==> src/verilog/piezo_pkg.sv <==
package piezo_pkg;

	////////////////////////////////////////////////////////////////////////////
	// sizes and timing

	localparam int unsigned beat_cycles_default = 6000000;	// clocks per beat on the board
	localparam int unsigned step_wrap = 64;
	localparam int unsigned num_keys = 9;
	localparam int unsigned num_left_keys = 4;
	localparam int unsigned num_songs = 4;

	typedef logic [15:0] period_t;	// half-period in clocks, minus two
	typedef logic [6:0] step_t;
	typedef logic [$clog2(num_songs) - 1:0] song_id_t;
	typedef logic [num_keys - 1:0] keys_t;
	typedef logic [num_left_keys - 1:0] left_keys_t;

	typedef enum logic [1:0] {
		mode_none,
		mode_song,
		mode_keyboard
	} mode_t;

	typedef struct packed {
		logic sound;	// buzzer toggles while set
		period_t period;
	} note_cmd_t;

	////////////////////////////////////////////////////////////////////////////
	// note periods

	localparam period_t note_do = 16'd11659;
	localparam period_t note_re = 16'd10388;
	localparam period_t note_mi = 16'd9253;
	localparam period_t note_pa = 16'd8736;
	localparam period_t note_sol = 16'd7782;
	localparam period_t note_ra = 16'd6929;
	localparam period_t note_si = 16'd6175;
	localparam period_t note_high_do = 16'd5827;
	localparam period_t note_high_re = 16'd5192;
	localparam period_t note_high_mi = 16'd4625;

	// keyboard mode, key 0 upward
	localparam period_t key_periods [num_keys] = '{
		note_do, note_re, note_mi, note_pa, note_sol,
		note_ra, note_si, note_high_do, note_high_re
	};

	// song bank, one entry per beat, "-" is a rest
	// 0: mi mi mi re do do re re mi - mi - mi mi mi mi
	// 1: hre hre hre hre hre hre hmi hre
	// 2: re - re - re re re re mi mi sol - sol sol sol sol
	// 3: hdo hdo hdo hdo hdo sol hdo hre

endpackage

==> src/verilog/beat_timer.sv <==
module beat_timer import piezo_pkg::*; #(
	parameter int unsigned beat_cycles = beat_cycles_default
) (
	input logic CLK,
	input logic RESET,
	input keys_t key,
	output logic beat,
	output step_t step
);

	logic [$clog2(beat_cycles + 1) - 1:0] cnt;

	assign beat = (cnt == ($bits(cnt))'(beat_cycles));

	always_ff @(posedge CLK or posedge RESET) begin
		if (RESET) begin
			cnt <= '0;
			step <= '0;
		end else if (|key) begin	// any press restarts on a full beat
			cnt <= '0;
			step <= '0;
		end else begin
			if (beat)
				cnt <= '0;
			else
				cnt <= cnt + 1'b1;
			if (beat) begin
				if (step == step_t'(step_wrap))
					step <= '0;
				else
					step <= step + 1'b1;
			end
		end
	end

endmodule

==> src/verilog/mode_control.sv <==
module mode_control import piezo_pkg::*; (
	input logic CLK,
	input logic RESET,
	input left_keys_t left_key,
	input keys_t key,
	input note_cmd_t song_cmd,
	output logic song_enable,
	output note_cmd_t note_cmd
);

	mode_t mode;
	note_cmd_t kb_cmd;

	////////////////////////////////////////////////////////////////////////////
	// mode latch, left keys 1 and 2 have no function here

	always_ff @(posedge CLK or posedge RESET) begin
		if (RESET)
			mode <= mode_none;
		else if (left_key[0])
			mode <= mode_song;
		else if (left_key[3])
			mode <= mode_keyboard;
	end

	assign song_enable = (mode == mode_song);

	// keyboard mode, lowest held key sounds
	always_comb begin
		kb_cmd = '0;
		for (int i = num_keys - 1; i >= 0; i--) begin
			if (key[i]) begin
				kb_cmd.sound = 1'b1;
				kb_cmd.period = key_periods[i];
			end
		end
	end

	always_ff @(posedge CLK or posedge RESET) begin
		if (RESET) begin
			note_cmd <= '0;
		end else begin
			case (mode)
				mode_song: note_cmd <= song_cmd;
				mode_keyboard: note_cmd <= kb_cmd;
				default: note_cmd <= '0;	// silent until a mode is picked
			endcase
		end
	end

endmodule

==> src/verilog/piezo.sv <==
module piezo import piezo_pkg::*; #(
	parameter int unsigned beat_cycles = beat_cycles_default
) (
	input logic CLK,
	input logic RESET,
	input keys_t key,
	input left_keys_t left_key,
	output logic buzzer
);

	step_t step;
	logic song_enable;
	note_cmd_t song_cmd;
	note_cmd_t note_cmd;

	beat_timer #(
		.beat_cycles(beat_cycles)
	) u_beat (
		.CLK(CLK),
		.RESET(RESET),
		.key(key),
		.beat(),	// only the step count leaves the timer
		.step(step)
	);

	song_player u_song (
		.CLK(CLK),
		.RESET(RESET),
		.enable(song_enable),
		.key(key),
		.step(step),
		.song_cmd(song_cmd)
	);

	mode_control u_mode (
		.CLK(CLK),
		.RESET(RESET),
		.left_key(left_key),
		.key(key),
		.song_cmd(song_cmd),
		.song_enable(song_enable),
		.note_cmd(note_cmd)
	);

	tone_generator u_tone (
		.CLK(CLK),
		.RESET(RESET),
		.note_cmd(note_cmd),
		.buzzer(buzzer)
	);

endmodule

==> src/verilog/song_player.sv <==
module song_player import piezo_pkg::*; (
	input logic CLK,
	input logic RESET,
	input logic enable,
	input keys_t key,
	input step_t step,
	output note_cmd_t song_cmd
);

	logic active;
	song_id_t song_id;
	song_id_t start_id;
	logic start_key;
	logic stop_key;
	logic playing;
	note_cmd_t rom_cmd;
	step_t length;

	song_rom u_rom (
		.song(song_id),
		.step(step),
		.cmd(rom_cmd),
		.length(length)
	);

	assign start_key = |key[num_songs - 1:0];
	assign stop_key = |key[num_keys - 1:num_songs];	// keys without a tune just stop

	// lowest song key wins
	always_comb begin
		start_id = '0;
		for (int i = num_songs - 1; i >= 0; i--) begin
			if (key[i])
				start_id = song_id_t'(i);
		end
	end

	always_ff @(posedge CLK or posedge RESET) begin
		if (RESET) begin
			active <= 1'b0;
			song_id <= '0;
		end else if (!enable || stop_key) begin
			active <= 1'b0;
		end else if (start_key) begin
			active <= 1'b1;
			song_id <= start_id;
		end else if (step >= length) begin
			active <= 1'b0;	// past the last step
		end
	end

	assign playing = active && (step < length);
	assign song_cmd = playing ? rom_cmd : '0;

endmodule

==> src/verilog/song_rom.sv <==
module song_rom import piezo_pkg::*; (
	input song_id_t song,
	input step_t step,
	output note_cmd_t cmd,
	output step_t length
);

	function automatic note_cmd_t tone(input period_t p);
		note_cmd_t c;
		c.sound = 1'b1;
		c.period = p;
		return c;
	endfunction

	////////////////////////////////////////////////////////////////////////////
	// tune tables

	always_comb begin
		cmd = '0;	// rest unless a step says otherwise
		length = '0;
		case (song)
			2'd0: begin
				length = 7'd16;
				case (step)
					7'd0: cmd = tone(note_mi);
					7'd1: cmd = tone(note_mi);
					7'd2: cmd = tone(note_mi);
					7'd3: cmd = tone(note_re);
					7'd4: cmd = tone(note_do);
					7'd5: cmd = tone(note_do);
					7'd6: cmd = tone(note_re);
					7'd7: cmd = tone(note_re);
					7'd8: cmd = tone(note_mi);
					7'd9: cmd.sound = 1'b0;	// rest
					7'd10: cmd = tone(note_mi);
					7'd11: cmd.sound = 1'b0;	// rest
					7'd12: cmd = tone(note_mi);
					7'd13: cmd = tone(note_mi);
					7'd14: cmd = tone(note_mi);
					7'd15: cmd = tone(note_mi);
					default: cmd = '0;
				endcase
			end
			2'd1: begin
				length = 7'd8;
				case (step)
					7'd0: cmd = tone(note_high_re);
					7'd1: cmd = tone(note_high_re);
					7'd2: cmd = tone(note_high_re);
					7'd3: cmd = tone(note_high_re);
					7'd4: cmd = tone(note_high_re);
					7'd5: cmd = tone(note_high_re);
					7'd6: cmd = tone(note_high_mi);
					7'd7: cmd = tone(note_high_re);
					default: cmd = '0;
				endcase
			end
			2'd2: begin
				length = 7'd16;
				case (step)
					7'd0: cmd = tone(note_re);
					7'd1: cmd.sound = 1'b0;	// rest
					7'd2: cmd = tone(note_re);
					7'd3: cmd.sound = 1'b0;	// rest
					7'd4: cmd = tone(note_re);
					7'd5: cmd = tone(note_re);
					7'd6: cmd = tone(note_re);
					7'd7: cmd = tone(note_re);
					7'd8: cmd = tone(note_mi);
					7'd9: cmd = tone(note_mi);
					7'd10: cmd = tone(note_sol);
					7'd11: cmd.sound = 1'b0;	// rest
					7'd12: cmd = tone(note_sol);
					7'd13: cmd = tone(note_sol);
					7'd14: cmd = tone(note_sol);
					7'd15: cmd = tone(note_sol);
					default: cmd = '0;
				endcase
			end
			default: begin
				length = 7'd8;
				case (step)
					7'd0: cmd = tone(note_high_do);
					7'd1: cmd = tone(note_high_do);
					7'd2: cmd = tone(note_high_do);
					7'd3: cmd = tone(note_high_do);
					7'd4: cmd = tone(note_high_do);
					7'd5: cmd = tone(note_sol);
					7'd6: cmd = tone(note_high_do);
					7'd7: cmd = tone(note_high_re);
					default: cmd = '0;
				endcase
			end
		endcase
	end

endmodule

==> src/verilog/tone_generator.sv <==
module tone_generator import piezo_pkg::*; (
	input logic CLK,
	input logic RESET,
	input note_cmd_t note_cmd,
	output logic buzzer
);

	period_t cnt;

	// one lap is period + 2 clocks
	always_ff @(posedge CLK or posedge RESET) begin
		if (RESET)
			cnt <= '0;
		else if (cnt > note_cmd.period)
			cnt <= '0;
		else
			cnt <= cnt + 1'b1;
	end

	always_ff @(posedge CLK or posedge RESET) begin
		if (RESET)
			buzzer <= 1'b1;	// idle high
		else if (!note_cmd.sound)
			buzzer <= 1'b1;
		else if (cnt == 16'd1)
			buzzer <= ~buzzer;
	end

endmodule
==> config.mk <==
export PLATFORM = sky130hd
export DESIGN_NAME = piezo
export DESIGN_NICKNAME = d
export VERILOG_FILES = /design/src/verilog/piezo_pkg.sv /design/src/verilog/beat_timer.sv /design/src/verilog/mode_control.sv /design/src/verilog/piezo.sv /design/src/verilog/song_player.sv /design/src/verilog/song_rom.sv /design/src/verilog/tone_generator.sv
export SDC_FILE = /design/constraint.sdc
export NUM_CORES = 1
export LEC_CHECK = 0
export BUFFER_PORTS_ARGS = -buffer_cell sky130_fd_sc_hd__buf_4
export CORE_MARGIN = 5
export CORE_UTILIZATION = 60
export DETAILED_ROUTE_END_ITERATION = 6
export PLACE_DENSITY = 0.83
export SETUP_SLACK_MARGIN = 0.15
export SYNTH_ARGS = -nofsm -noshare
export SYNTH_HDL_FRONTEND = slang
export SYNTH_HIERARCHICAL = 1
export SYNTH_SLANG_ARGS = --single-unit
==> constraint.sdc <==
create_clock -name CLK -period 5.1 [get_ports CLK]
set_input_delay 0.765 -clock CLK [delete_from_list [all_inputs] [get_ports CLK]]
set_output_delay 0.765 -clock CLK [all_outputs]
set_load 0.02 [all_outputs]
==> out/qor.csv <==
metric,value,unit
H-tree levels,3,
top cell type's share of synthesized area,35.8,%
Worst Setup SP,u_song/song_id[0]$_DFFE_PP0P_,
HP Class,primary input to async pin,
first-pass GRT wire length,17.4,mm
Routed WL,10.2,mm
Clock transition at path regs,0.07,ns
Final min period,2.72,ns
Layout Skew,0.00649,ns
wire per inst,14.9,um
Worst setup SP type,register,
Post-synth top flop,dfrtp_1,
Mapped Area,4760,um^2
Worst-Margin Slew,1.09,ns
Die Span Y,99.1,um
"slowest stage delay, CP",0.52,ns
vias in the first global route,3772,
launching point of the worst reg2reg path,u_song/song_id[0]$_DFFE_PP0P_,
grt met1 use,29.0,%
worst reg2reg setup slack,2.38,ns
pin count of the biggest net entering global routing,31,
Comb power frac,18.3,%
overall power,1.23,mW
worst-case clock buffer depth,2,
worst skew pair latency,0.34,ns
met3 usage,3.68,%
via count,4029,
f_max,368,MHz
critical path class,register to register,
dpl hpwl,7.49,mm
RSZ-0062 raised after global routing,no,
post-CTS resize count,0,
# rows,32,
vias per cell,5.90,
Sink Count,69,
Final GP Congestion,0.917,
DR pass1 iterations,5,
initial antenna violation count,0,
Area contributors post-synth,"dfrtp_1, ha_1, nor2_1",
DRC violations left,0,
outcome,completed,
total CTS buffers,9,
Post-synth EDFFs,0,
setup TNS,0,ns
Yosys reg bits,69,
P_sw,0.354,mW
"slowest stage cell, crit path",o211a_1,
Mapped Cells,572,
DRT antenna net count,0,
final cell count without fillers,683,
die area,9810,um^2
Max Slew Vio Count,0,
Die X,99.1,um
crit path DAT,2.90,ns
Total Routing Usage GR,21.6,%
GRT Max-Usage Layer,met2,
CTS root buf,clkbuf_8,
switch share,28.9,%
Relative slew margins,27.5,%
Int Power,0.872,mW
"Remaining Overflow, GRT",0,
CP Cell Sequence,inv_1 > inv_1 > ha_1 > a211oi_1 > o211a_1 > nand2_1 > nor2_1 > nand2_1 > a311oi_1,
Async SR Flop Fraction,100,%
placed insts,668,
sequential-to-total area share from yosys stat,36.3,%
Flop pwr share,48.6,%
"Buf+Inv Stages, Crit Path",2,
dpl cell area,4840,um^2
CORE AREA,7730,um^2
dominant cell type by area after synthesis,dfrtp_1,
M2 GR Usage,35.0,%
Initial Util,61.6,%
yosys warns,6,
port bufs,13,
Worst EP required,5.28,ns
Crit Path Max Fanout,18,
pwr/cell area,244,nW/um^2
Clk pwr share,33.1,%
setup violators final,0,
worst vdd ir,0.000188,V
Max-Cap Viols,0,
CP endpoint kind,register,
Pleak,2.15,nW
number of diodes,0,
Cell variety after synth,71,
Syn-to-layout area delta,5.55,%
Final Cell Area,5020,um^2
post-CTS setup buffers,0,
CTS tree,built,
ratio of cells with drive above 1 in the final layout,8.61,%
"Net count, final",623,
final worst-path cycle share,53.3,%
Final Hold Viols,0,
Starting DRT DRC Count,202,
IO Pins,16,
"Avg Cell Area, Syn",8.32,um^2
hold_buf cts,0,
crit-path leading delay family,compound AO/OA/AOI/OAI gates,
## metrics by stage
step | util (%) | hold slack [ns] | setup WS [ns]
after floorplan | - | 0.348 | 3.04
final | 65.0 | 0.326 | 2.38
after global routing | 65.0 | 0.310 | 2.20
after CTS | 65.0 | 0.309 | 2.43
after detailed placement | 62.7 | 0.388 | 2.45
after global placement | 62.7 | 0.383 | 2.53
## kinds of logic (layout without fill, tap and decap cells)
group                      Yosys count  in the layout  synth area share (%)
and+or+nand+nor                    267            267                  28.1
AOI/OAI and AO/OA                   88             88                  12.6
buffers and inverters               77             80                  7.49
DFF                                 69             69                  36.3
xor gates and xnor gates            38             38                  6.99
adders and majority gates           31             31                  8.15
other                                1              7                0.0788
muxes                                1              1                 0.210
## worst reg2reg max path: stages, from the launching register on
cell,delay (ns)
dfrtp_1,0.50
inv_1,0.19
inv_1,0.06
ha_1,0.28
a211oi_1,0.24
o211a_1,0.52
nand2_1,0.11
nor2_1,0.13
nand2_1,0.07
a311oi_1,0.46
## area by class of cell
class | count | area, um^2
tap | 102 | 128
timing repair buffer | 13 | 97.6
clock buffer | 14 | 173
multi-input combinational | 432 | 2700
inverter | 52 | 195
clock inverter | 1 | 5.00
sequential | 69 | 1730
fill | 629 | 2710
## worst paths after layout
| path | to | depth (start not counted) |
|---|---|---|
| setup reg to reg | u_mode/note_cmd[16]$_DFF_PP0_ | 9 |
| hold / removal | u_song/song_id[0]$_DFFE_PP0P_ | 2 |
| min in group CLK | u_tone/buzzer$_DFFE_PP1P_ | 1 |
| setup / recovery | u_mode/note_cmd[16]$_DFF_PP0_ | 9 |
| hold reg to reg | u_tone/buzzer$_DFFE_PP1P_ | 1 |
| max in group asynchronous | u_beat/cnt[5]$_DFF_PP0_ | 2 |
## metal layers
layer	up-vias	wire length (um)
li1	1958	-
met1	1932	4600
met2	117	4900
met3	22	434
met4	0	248
met5	-	0
## synth_stat cells, types with 9 or more instances
| master | instances |
|---|---|
| dfrtp_1 | 68 |
| buf_4 | 9 |
| nor4_1 | 14 |
| xnor2_1 | 18 |
| clkbuf_1 | 9 |
| ha_1 | 31 |
| nand3_1 | 25 |
| o21ai_0 | 15 |
| a21oi_1 | 21 |
| nor3_1 | 12 |
| nand4_1 | 14 |
| nand2_1 | 63 |
| nor2_1 | 83 |
| xor2_1 | 20 |
| inv_1 | 51 |
| nor2b_1 | 9 |
## power by group through the flow
stage          Sequential [mW]  Clock, mW  Combinational [mW]
5_1_grt                  0.597      0.444               0.253
4_1_cts                  0.595      0.418               0.224
6_report                 0.596      0.405               0.224
2_1_floorplan            0.594          0               0.193
3_3_place_gp             0.604          0               0.216
3_5_place_dp             0.605          0               0.222
## placed cells by master (no fill, tap or decap), types with 3 or more instances in the layout
cell	count
a21o_1	5
a21oi_1	21
a22oi_1	3
a31oi_1	5
and3_1	6
buf_4	13
clkbuf_8	12
conb_1	7
dfrtp_1	68
ha_1	31
inv_1	51
nand2_1	63
nand2b_1	6
nand3_1	25
nand4_1	14
nor2_1	83
nor2b_1	9
nor3_1	12
nor3b_1	3
nor4_1	14
o211ai_1	5
o21ai_0	15
o21ai_1	7
o31ai_1	3
or2_2	5
or3_1	6
xnor2_1	18
xor2_1	20
## flip-flops by register name, summed over array words and instances, names as in the netlist
| signal | count |
|---|---|
| u_mode/note_cmd | 17 |
| u_beat/cnt | 23 |
| u_tone/buzzer | 1 |
| u_tone/cnt | 16 |
| u_song/active | 1 |
| u_beat/step | 7 |
| u_mode/mode | 2 |
| u_song/song_id | 2 |
Power figures use the tool's default switching activity.
